`config.mk`:
```
export PLATFORM = sky130hd
export DESIGN_NAME = io_soc_top
export DESIGN_NICKNAME = d
export VERILOG_FILES = /design/src/io_pkg.sv /design/src/io_axil_regs.sv /design/src/io_soc_top.sv /design/src/io_tx_fifo.sv /design/src/io_uart_tx.sv
export VERILOG_INCLUDE_DIRS = /design/src
export SDC_FILE = /design/constraint.sdc
export NUM_CORES = 1
export LEC_CHECK = 0
export ABC_AREA = 1
export BUFFER_PORTS_ARGS = -buffer_cell sky130_fd_sc_hd__buf_2
export CORE_MARGIN = 3
export CORE_UTILIZATION = 35
export DETAILED_ROUTE_END_ITERATION = 6
export PLACE_DENSITY = 0.54
export SLEW_MARGIN = 40
export SYNTH_ARGS = -nofsm -noshare
export SYNTH_HDL_FRONTEND = slang
export SYNTH_SLANG_ARGS = --single-unit
```
`constraint.sdc`:
```
create_clock -name clk_cpu -period 1.9 [get_ports clk_cpu]
set_input_delay 0.285 -clock clk_cpu [delete_from_list [all_inputs] [get_ports clk_cpu]]
set_output_delay 0.285 -clock clk_cpu [all_outputs]
set_load 0.005 [all_outputs]
```
`src/io_params.svh`:
```
//*********************************************************************
// Default parameters, register word indices and configuration word
// of the I/O block. Include it wherever these macros are needed
//*********************************************************************

`ifndef IO_PARAMS_SVH
`define IO_PARAMS_SVH

// Defaults for a 25 MHz clk_cpu
`define IO_TICKS_PER_MS   25000   // Cycles per millisecond tick
`define IO_CLKS_PER_BIT   217     // About 115200 baud
`define IO_TX_FIFO_DEPTH  8       // Power of two only

// Word indices inside the I/O window
`define IO_REG_MS         5'd0    // Millisecond counter, read-only
`define IO_REG_LED        5'd1    // LEDs, write-only
`define IO_REG_TX_DATA    5'd2    // UART transmit byte
`define IO_REG_TX_STAT    5'd3    // UART status
`define IO_REG_HW_CFG     5'd14   // Hardware configuration

// Bit 31 flags simulation; peripheral-present bits 4..0 stay clear
`define IO_HW_CONFIG      32'h8000_0000

`endif

```
`src/io_pkg.sv`:
```
//*********************************************************************
// Shared types of the I/O block: data widths, AXI4-Lite channel
// structs and the serializer states. Imported by every module
//*********************************************************************

`default_nettype none

package io_pkg;

    typedef logic [31:0] io_word_t;    // Bus data word
    typedef logic [7:0]  io_byte_t;    // UART byte, LED value
    typedef logic [7:0]  io_addr_t;    // Byte address in the I/O window
    typedef logic [4:0]  io_reg_idx_t; // Word index, address bits 6:2

    // Master to slave
    typedef struct packed {
        logic       awvalid;
        io_addr_t   awaddr;
        logic       wvalid;
        io_word_t   wdata;
        logic [3:0] wstrb;
        logic       bready;
        logic       arvalid;
        io_addr_t   araddr;
        logic       rready;
    } io_axil_req_t;

    // Slave to master
    typedef struct packed {
        logic       awready;
        logic       wready;
        logic       bvalid;
        logic [1:0] bresp;
        logic       arready;
        logic       rvalid;
        io_word_t   rdata;
        logic [1:0] rresp;
    } io_axil_rsp_t;

    localparam logic [1:0] IO_RESP_OKAY = 2'b00;

    typedef enum logic [1:0] {
        TX_IDLE,
        TX_START,
        TX_DATA,
        TX_STOP
    } io_tx_state_e;

endpackage

`default_nettype wire

```
`src/io_axil_regs.sv`:
```
//*********************************************************************
// AXI4-Lite register block: millisecond counter, LEDs, UART status,
// configuration word, and pushes of transmit bytes into the FIFO
//*********************************************************************

`timescale 1ns/1ps
`default_nettype none

`include "io_params.svh"

module io_axil_regs
    import io_pkg::*;
#(
    parameter int TICKS_PER_MS = `IO_TICKS_PER_MS
) (
    input  wire logic         clk_cpu,
    input  wire logic         rst_n,
    input  wire io_axil_req_t axil_req_i,
    output      io_axil_rsp_t axil_rsp_o,
    output      io_byte_t     led_o,
    output      logic         push_o,
    output      io_byte_t     push_data_o,
    input  wire logic         fifo_full_i,
    input  wire logic         fifo_empty_i,
    input  wire logic         tx_idle_i
);

    localparam int PRE_W = $clog2(TICKS_PER_MS + 1);

    logic             aw_ready_q;  // Shared by awready and wready
    logic             b_valid_q;
    logic             ar_ready_q;
    logic             r_valid_q;
    io_word_t         r_data_q;
    io_reg_idx_t      wr_idx;
    io_reg_idx_t      rd_idx;
    logic             tx_blocked;
    logic             wr_take;
    logic             ar_take;
    logic [PRE_W-1:0] pre_cnt;
    logic             ms_tick;
    io_word_t         ms_cnt;
    io_word_t         status;
    io_word_t         rd_word;

    assign wr_idx = axil_req_i.awaddr[6:2];
    assign rd_idx = axil_req_i.araddr[6:2];

    // Write channel. The ready pulse comes one cycle after the
    // request is seen; bvalid closes the window for a second pulse
    assign tx_blocked = (wr_idx == `IO_REG_TX_DATA) && fifo_full_i;
    assign wr_take    = axil_req_i.awvalid && axil_req_i.wvalid && !aw_ready_q
                        && !b_valid_q && !tx_blocked;

    always_ff @(posedge clk_cpu) begin
        if (rst_n) begin
            aw_ready_q <= 1'b0;
            b_valid_q  <= 1'b0;
            led_o      <= '0;
        end else begin
            aw_ready_q <= wr_take;
            if (aw_ready_q) begin
                b_valid_q <= 1'b1;
            end else if (axil_req_i.bready) begin
                b_valid_q <= 1'b0;  // Response taken
            end
            if (aw_ready_q && wr_idx == `IO_REG_LED && axil_req_i.wstrb[0]) begin
                led_o <= axil_req_i.wdata[7:0];
            end
        end
    end

    // One push per accepted TX_DATA write with the low lane enabled
    assign push_o      = aw_ready_q && (wr_idx == `IO_REG_TX_DATA) && axil_req_i.wstrb[0];
    assign push_data_o = axil_req_i.wdata[7:0];

    // Read channel, independent of the write side
    assign ar_take = axil_req_i.arvalid && !ar_ready_q && !r_valid_q;

    always_ff @(posedge clk_cpu) begin
        if (rst_n) begin
            ar_ready_q <= 1'b0;
            r_valid_q  <= 1'b0;
        end else begin
            ar_ready_q <= ar_take;
            if (ar_ready_q) begin
                r_valid_q <= 1'b1;
            end else if (axil_req_i.rready) begin
                r_valid_q <= 1'b0;
            end
        end
    end

    // Data is captured in the arready cycle and held until taken
    always_ff @(posedge clk_cpu) begin
        if (ar_ready_q) begin
            r_data_q <= rd_word;
        end
    end

    // Millisecond tick prescaler
    assign ms_tick = (pre_cnt == PRE_W'(TICKS_PER_MS - 1));

    always_ff @(posedge clk_cpu) begin
        if (rst_n) begin
            pre_cnt <= '0;
            ms_cnt  <= '0;
        end else if (ms_tick) begin
            pre_cnt <= '0;
            ms_cnt  <= ms_cnt + 32'd1;
        end else begin
            pre_cnt <= pre_cnt + 1'b1;
        end
    end

    // Bit 1 room in FIFO, bit 2 transmit path drained
    assign status = {29'd0, fifo_empty_i && tx_idle_i, !fifo_full_i, 1'b0};

    // LED, TX data and unmapped indices read as zero
    always_comb begin
        case (rd_idx)
            `IO_REG_MS:      rd_word = ms_cnt;
            `IO_REG_TX_STAT: rd_word = status;
            `IO_REG_HW_CFG:  rd_word = `IO_HW_CONFIG;
            default:         rd_word = '0;
        endcase
    end

    assign axil_rsp_o.awready = aw_ready_q;
    assign axil_rsp_o.wready  = aw_ready_q;
    assign axil_rsp_o.bvalid  = b_valid_q;
    assign axil_rsp_o.bresp   = IO_RESP_OKAY;  // No error path
    assign axil_rsp_o.arready = ar_ready_q;
    assign axil_rsp_o.rvalid  = r_valid_q;
    assign axil_rsp_o.rdata   = r_data_q;
    assign axil_rsp_o.rresp   = IO_RESP_OKAY;

endmodule

`default_nettype wire

```
`src/io_soc_top.sv`:
```
//*********************************************************************
// Top of the I/O block: AXI4-Lite register block feeding the UART
// serializer through the transmit FIFO
//*********************************************************************

`timescale 1ns/1ps
`default_nettype none

`include "io_params.svh"

module io_soc_top
    import io_pkg::*;
#(
    parameter int TICKS_PER_MS = `IO_TICKS_PER_MS,
    parameter int CLKS_PER_BIT = `IO_CLKS_PER_BIT,
    parameter int FIFO_DEPTH   = `IO_TX_FIFO_DEPTH
) (
    input  wire logic         clk_cpu,
    input  wire logic         rst_n,
    input  wire io_axil_req_t axil_req_i,
    output      io_axil_rsp_t axil_rsp_o,
    output      io_byte_t     led_o,
    output      logic         tx_o
);

    logic     push;
    io_byte_t push_data;
    logic     pop;
    io_byte_t fifo_head;
    logic     fifo_empty;
    logic     fifo_full;
    logic     tx_idle;

    io_axil_regs #(
        .TICKS_PER_MS(TICKS_PER_MS)
    ) io_axil_regs_i (
        .clk_cpu     (clk_cpu),
        .rst_n       (rst_n),
        .axil_req_i  (axil_req_i),
        .axil_rsp_o  (axil_rsp_o),
        .led_o       (led_o),
        .push_o      (push),
        .push_data_o (push_data),
        .fifo_full_i (fifo_full),
        .fifo_empty_i(fifo_empty),
        .tx_idle_i   (tx_idle)
    );

    io_tx_fifo #(
        .DEPTH(FIFO_DEPTH)
    ) io_tx_fifo_i (
        .clk_cpu    (clk_cpu),
        .rst_n      (rst_n),
        .push_i     (push),
        .push_data_i(push_data),
        .pop_i      (pop),
        .head_o     (fifo_head),
        .empty_o    (fifo_empty),
        .full_o     (fifo_full)
    );

    io_uart_tx #(
        .CLKS_PER_BIT(CLKS_PER_BIT)
    ) io_uart_tx_i (
        .clk_cpu     (clk_cpu),
        .rst_n       (rst_n),
        .fifo_empty_i(fifo_empty),
        .fifo_head_i (fifo_head),
        .pop_o       (pop),
        .tx_idle_o   (tx_idle),
        .tx_o        (tx_o)
    );

endmodule

`default_nettype wire

```
`src/io_tx_fifo.sv`:
```
//*********************************************************************
// First-word-fall-through byte FIFO between the register block and
// the UART serializer. DEPTH must be a power of two
//*********************************************************************

`timescale 1ns/1ps
`default_nettype none

`include "io_params.svh"

module io_tx_fifo
    import io_pkg::*;
#(
    parameter int DEPTH = `IO_TX_FIFO_DEPTH
) (
    input  wire logic     clk_cpu,
    input  wire logic     rst_n,
    input  wire logic     push_i,
    input  wire io_byte_t push_data_i,
    input  wire logic     pop_i,
    output      io_byte_t head_o,
    output      logic     empty_o,
    output      logic     full_o
);

    localparam int AW    = $clog2(DEPTH);
    localparam int CNT_W = AW + 1;

    io_byte_t         mem [DEPTH];
    logic [AW-1:0]    wr_ptr;
    logic [AW-1:0]    rd_ptr;
    logic [CNT_W-1:0] count;
    logic             do_push;
    logic             do_pop;

    assign empty_o = (count == '0);
    assign full_o  = (count == CNT_W'(DEPTH));
    assign head_o  = mem[rd_ptr];  // Valid while not empty

    assign do_push = push_i && !full_o;
    assign do_pop  = pop_i && !empty_o;

    always_ff @(posedge clk_cpu) begin
        if (do_push) begin
            mem[wr_ptr] <= push_data_i;
        end
    end

    // Pointers wrap on their own since DEPTH is a power of two
    always_ff @(posedge clk_cpu) begin
        if (rst_n) begin
            wr_ptr <= '0;
            rd_ptr <= '0;
            count  <= '0;
        end else begin
            if (do_push) begin
                wr_ptr <= wr_ptr + 1'b1;
            end
            if (do_pop) begin
                rd_ptr <= rd_ptr + 1'b1;
            end
            if (do_push && !do_pop) begin
                count <= count + 1'b1;
            end else if (do_pop && !do_push) begin
                count <= count - 1'b1;
            end
        end
    end

endmodule

`default_nettype wire

```
`src/io_uart_tx.sv`:
```
//*********************************************************************
// UART serializer, 8N1, least significant bit first. Pops one byte
// from the FIFO per frame and sends frames back to back
//*********************************************************************

`timescale 1ns/1ps
`default_nettype none

`include "io_params.svh"

module io_uart_tx
    import io_pkg::*;
#(
    parameter int CLKS_PER_BIT = `IO_CLKS_PER_BIT
) (
    input  wire logic     clk_cpu,
    input  wire logic     rst_n,
    input  wire logic     fifo_empty_i,
    input  wire io_byte_t fifo_head_i,
    output      logic     pop_o,
    output      logic     tx_idle_o,
    output      logic     tx_o
);

    localparam int CW = $clog2(CLKS_PER_BIT);

    io_tx_state_e  state;
    logic [CW-1:0] clk_cnt;
    logic [2:0]    bit_idx;
    io_byte_t      shreg;
    logic          bit_end;
    logic          stop_end;

    assign bit_end   = (clk_cnt == CW'(CLKS_PER_BIT - 1));
    // The idle cycle after STOP is the last cycle of the stop bit
    assign stop_end  = (clk_cnt == CW'(CLKS_PER_BIT - 2));
    assign tx_idle_o = (state == TX_IDLE);
    assign pop_o     = tx_idle_o && !fifo_empty_i;

    always_ff @(posedge clk_cpu) begin
        if (rst_n) begin
            state   <= TX_IDLE;
            clk_cnt <= '0;
            bit_idx <= '0;
            tx_o    <= 1'b1;  // Line idles high
        end else begin
            clk_cnt <= clk_cnt + 1'b1;
            case (state)
                TX_IDLE: begin
                    clk_cnt <= '0;
                    if (pop_o) begin
                        state <= TX_START;
                        tx_o  <= 1'b0;  // Start bit
                    end
                end
                TX_START: begin
                    if (bit_end) begin
                        state   <= TX_DATA;
                        clk_cnt <= '0;
                        bit_idx <= '0;
                        tx_o    <= shreg[0];
                    end
                end
                TX_DATA: begin
                    if (bit_end) begin
                        clk_cnt <= '0;
                        bit_idx <= bit_idx + 1'b1;
                        if (bit_idx == 3'd7) begin
                            state <= TX_STOP;
                            tx_o  <= 1'b1;
                        end else begin
                            tx_o <= shreg[bit_idx + 1'b1];
                        end
                    end
                end
                TX_STOP: begin
                    if (stop_end) begin
                        state <= TX_IDLE;
                    end
                end
                default: state <= TX_IDLE;
            endcase
        end
    end

    // Byte latched at pop time
    always_ff @(posedge clk_cpu) begin
        if (pop_o) begin
            shreg <= fifo_head_i;
        end
    end

endmodule

`default_nettype wire

```
# Word level (Yosys, flattened, before mapping)
# Memory sizes are Yosys's and may differ from the RTL's. A register that Yosys moved wholly into a read port is not among the register bits.
# Cells that the tools add are included.
# totals
n_memories,1
register_bits,115
out_inout_bits,50
mem_bits_rw,64
input_bits,59
# classes
n_lt_le_gt_ge,1
eq_ne,17
reduce_logical,39
n_addsub,8
n_mux,27
# mem_list
memory,words,word_bits,rd,rd_clocked_by_memory_dff,write_ports,line,rtl
io_tx_fifo_i.mem,8,8,1,1,1,io_tx_fifo.sv:29,io_byte_t mem [DEPTH];
# op_table
operator,count
32-bit one-hot mux with 3 select lines,1
32-bit by 1-bit adder with 32-bit output (second input constant),1
1-bit logical AND,17
8-bit equality test (second input constant),2
8-bit one-hot mux with 2 select lines,1
15-bit by 1-bit adder with 15-bit output (second input constant),1
15-bit equality test (second input constant),1
1-bit 2-to-1 mux,11
5-bit by 2-bit equality test with 1-bit output (second input constant),2
2-bit 2-to-1 mux,5
2-bit by 1-bit != test with 1-bit output (second input constant),5
3-bit by 1-bit adder with 3-bit output (second input constant),3
1-bit logical NOT,9
8-bit by 1-bit adder with 8-bit output (second input constant),1
4-bit 2-to-1 mux,2
8-bit 2-to-1 mux,1
2-bit one-hot mux with 4 select lines,1
2-bit nonzero test,4
3-bit 2-to-1 mux,2
3-bit one-hot mux with 2 select lines,1
5-bit by 1-bit equality test with 1-bit output (second input constant),1
5-bit by 4-bit equality test with 1-bit output (second input constant),1
5-bit logical NOT,1
5-bit AND reduction,1
15 further kinds,17

# Longest topological paths before layout
# depth
ltp_word,8
mapped_depth,14
mapped_depth_nobuf,14

# Hierarchy
# A second synthesis with hierarchy kept.
# unflattened
hier_cells,1037
hier_area_um2,8871.0
# modules_own_cells
module,cells_each,n_inst,area_each_um2
io_axil_regs,593,1,4434.3
io_tx_fifo,312,1,3308.2
io_uart_tx,132,1,1128.6

# Worst setup path before layout
# OpenSTA, ideal clock, no wires.
# synth_path
kind,reg2reg
startpoint,register io_tx_fifo_i.count[0]
endpoint,register io_tx_fifo_i.count[3]
required_ns,1.787
stages_incl_launch_ff,14
arrival_ns,1.962
setup_slack_ns,-0.175
n_path_buf,0
cell_sequence,dfxtp_1 -> nor2_1 -> nand3_1 -> inv_1 -> nor3_4 -> ha_1 -> inv_1 -> ha_1 -> a21oi_1 -> nand2_1 -> a21oi_1 -> o21ai_0 -> nor2_1 -> nor2_1
# synth_via
word_cells_on_any_way,16
# synth_rtl
element,line,rtl
from (decl),io_tx_fifo.sv:32,logic [CNT_W-1:0] count;
from (signal assigned),io_tx_fifo.sv:63,count <= count + 1'b1;
from (signal assigned),io_tx_fifo.sv:65,count <= count - 1'b1;
4-bit equality test (*),io_tx_fifo.sv:37,assign full_o = (count == CNT_W'(DEPTH));
1-bit logical NOT (*),io_tx_fifo.sv:40,assign do_push = push_i && !full_o;
1-bit logical AND (*),io_tx_fifo.sv:40,
net io_tx_fifo_i.do_push,io_tx_fifo.sv:33,logic do_push;
1-bit logical NOT,io_tx_fifo.sv:64,end else if (do_pop && !do_push) begin
1-bit logical AND,io_tx_fifo.sv:64,
2-bit nonzero test (no line),--,
# Mark *: on every way through the listed nets, which the timed path passes. The rest lies on a longest branch. The select of a mux whose other input is x is not followed.
# A chain may end at the register's enable or synchronous reset.

# Final worst setup path
# layout_path
startpoint,register io_tx_fifo_i.count[1]
endpoint,register io_tx_fifo_i.count[3]
# Same word-level chain as after synthesis.

==> impl_metrics.json <==
{
  "overflow": 0,
  "synth_xor_area_share_pct": 1.12,
  "synth_mux_area_share_pct": 0,
  "path_max_fanout": 5,
  "slowest_delay_ns": 0.34,
  "startpoint_type": "flip-flop",
  "outcome": "finished, final reports clean",
  "cts_tree": "yes",
  "placed_cells": 1402,
  "clockRootBuffer": "clkbuf_16",
  "min_period_ns": 1.84,
  "die-area_um2": 26600,
  "fmax_ghz": 0.544,
  "drv_cap": 0,
  "drt_iter0_drc": 403,
  "powerDensity_nw_per_um2": 1050,
  "drv_slew": 0,
  "cpMostUsedCell": "nand2_1",
  "ir_drop_mv": 0.602,
  "cts_made_buffers": 17,
  "grt_setup_unrepaired": "true",
  "clk_latency_ns": 0.44,
  "synth-seq-area-share_pct": 55.5,
  "synthTopCellsByArea": "edfxtp_1 36%, dfxtp_1 19%, nand2_1 9.4%",
  "ys_ff_latch": 187,
  "ys_warn_count": 0,
  "antenna_found_initial": 0,
  "dp_hpwl_um": 15100,
  "area_delta_synth_final_pct": 19.5,
  "grt_max_degree": 35,
  "layout-drive-gt1-share_pct": 18.7,
  "core_um2": 23800,
  "place.gp.congestion": 0.866,
  "syn_area_um2": 8620,
  "grt_usage_pct": 16.0,
  "path_cells": "nor2_4 > nand3_2 > inv_2 > nor3_4 > ha_2 > inv_4 > ha_4 > a21oi_1 > nand2_1 > a21oi_2 > o21ai_1 > nand2_1 > nand2_1 > nor2_1",
  "syn_inst": 996,
  "critical_path_required_ns": 2.28,
  "layout.cells.non_filler": 1437,
  "nNetsFinal": 1181,
  "yosysTopAreaCell": "edfxtp_1",
  "pin_count": 109,
  "start_util_pct": 36.2,
  "clock-sinks": 187,
  "worst-path-buf-inv": 2,
  "holdWs_ns": 0.0308,
  "synth-adder-area-share_pct": 2.55,
  "yosys.area_share.simple_pct": 25.6,
  "critical_path.top_delay_family": "simple AND/OR/NAND/NOR gates",
  "leakagePower_uw": 0.00383,
  "route.met2.wl_um": 9060,
  "drcViolationCount": 0,
  "post-route-period-util_pct": 96.7,
  "hold_buffers": 0,
  "netlist.area_leader.share_pct": 36.2,
  "grt_pass1_vias": 6378,
  "highest_layer": "met4",
  "slew_headroom_pct": 63.3,
  "fillers": 2391,
  "ant_nets": 0,
  "holdCritPathClass": "in2reg",
  "cp-end-kind": "flip-flop",
  "critical_path_class": "reg2reg",
  "clk_pin_slew_worst_paths_ns": 0.08,
  "rows": 56,
  "setup_violations": 0,
  "die_x_um": 163,
  "cp_slowest_cell": "dfxtp_2",
  "fin_skew_ns": 0.0135,
  "die_h_um": 163,
  "final_hold_viol_count": 0,
  "final_cell_mix": "213 x nand2_1, 183 x nor2_1, 104 x edfxtp_1",
  "met3_length_um": 794,
  "num_vias": 6838,
  "grt_pass1_wl_um": 33600,
  "port_buffers": 71,
  "final_common_cell": "nand2_1",
  "synth_top_family_by_area": "simple AND/OR/NAND/NOR gates",
  "wl_met1_um": 10600,
  "cts_buffer_depth": 2,
  "routed_wl_um": 20700,
  "cts.htree.levels": 4,
  "ys_types": 42,
  "tightest_slew_ns": 0.550,
  "critical_path_arrival_ns": 2.22,
  "avgSynthCellArea_um2": 8.66,
  "diodes": 0,
  "synth_compound_area_share_pct": 8.63,
  "wl_per_cell_um": 14.4,
  "drt_first_pass_iters": 5,
  "via_per_inst": 4.76
}
## layer usage
| metal | up-vias | track usage, % |
|---|---|---|
| met1 | 3187 | 23.7 |
| met2 | 135 | 24.4 |
| met3 | 16 | 3.23 |
| li1 | 3500 | - |
| met5 | - | 0 |
| met4 | 0 | 3.38 |
## Yosys cell counts, drive strengths merged
library cell    n
a211oi          2
a21boi          1
a21oi          61
a31oi           2
buf            16
clkbuf         16
clkinv          2
conb            1
dfxtp          83
edfxtp        104
fa              1
ha             16
inv           105
nand2         224
nand3          43
nand3b          3
nand4          15
nor2          199
nor3           20
nor3b           3
o21a            1
o21ai          46
o22ai           3
o32ai          16
or2             1
or3             1
xnor2           1
xor2           10
## repair_timing
action,4_1_cts,5_1_grt
setup endpoints to repair,3,6
pin swaps,0,4
resized for setup,6,11
setup buffers,0,3
hold endpoints to repair,0,0
## registers in the layout (all words and copies together), names as in the netlist
| signal | flops |
|---|---|
| io_axil_regs_i.r_data_q | 32 |
| io_axil_regs_i.ar_ready_q | 1 |
| io_tx_fifo_i.mem | 64 |
| io_uart_tx_i.state | 2 |
| io_axil_regs_i.pre_cnt | 15 |
| io_axil_regs_i.r_valid_q | 1 |
| io_axil_regs_i.aw_ready_q | 1 |
| io_axil_regs_i.led_o | 8 |
| io_uart_tx_i.bit_idx | 3 |
| io_uart_tx_i.tx_o | 1 |
| io_tx_fifo_i.count | 4 |
| io_tx_fifo_i.wr_ptr | 3 |
| io_uart_tx_i.shreg | 8 |
| io_axil_regs_i.b_valid_q | 1 |
| io_axil_regs_i.ms_cnt | 32 |
| io_tx_fifo_i.rd_ptr | 3 |
| io_uart_tx_i.clk_cnt | 8 |
## cell type report
cell class	instances	area, um2	area share, %
flip-flops and latches	187	4790	46.5
multi-input cells	673	3320	32.2
repair buffers	119	741	7.19
clock buffers	17	425	4.13
inverters	107	404	3.92
well taps	319	399	3.87
clock inverters	15	221	2.15
## path summary, 6_finish.rpt
check             slack, ns  depth (start not counted)                       end                    start
setup / recovery       0.06                         14     io_tx_fifo_i.count[3]    io_tx_fifo_i.count[1]
hold / removal         0.03                          2  io_axil_regs_i.b_valid_q           axil_req_i[10]
setup reg to reg       0.06                         14     io_tx_fifo_i.count[3]    io_tx_fifo_i.count[1]
hold reg to reg        0.45                          2   io_axil_regs_i.led_o[3]  io_axil_regs_i.led_o[3]
## cells by family after synthesis
| logic type | after synthesis |
|---|---|
| simple gates | 509 |
| compound gates | 132 |
| xor+xnor | 11 |
| fa+ha+maj | 17 |
| flops | 187 |
| buf+inv | 139 |
| other cells | 1 |
## per-stage QoR
step	power (uW)	setup TNS (ns)	setup WS, ns	area (um2)	utilization [%]
finish	10800	0	0.0622	10300	43.2
global route	11400	-0.193	-0.116	10300	43.2
CTS	10800	0	0.00547	10300	43.1
detailed placement	7040	-1.49	-0.299	9600	40.3
global placement	7030	-0.555	-0.247	9600	40.3
floorplan	6210	-4.50	-0.0778	8650	-
## power breakdown
part           switching (uW)  total, uW  internal [uW]
sequential                119       4690           4570
clock                    1920       3770           1850
combinational            1420       2340            923
total                    3460      10800           7350
No activity file was read; power rests on OpenSTA's default activity.
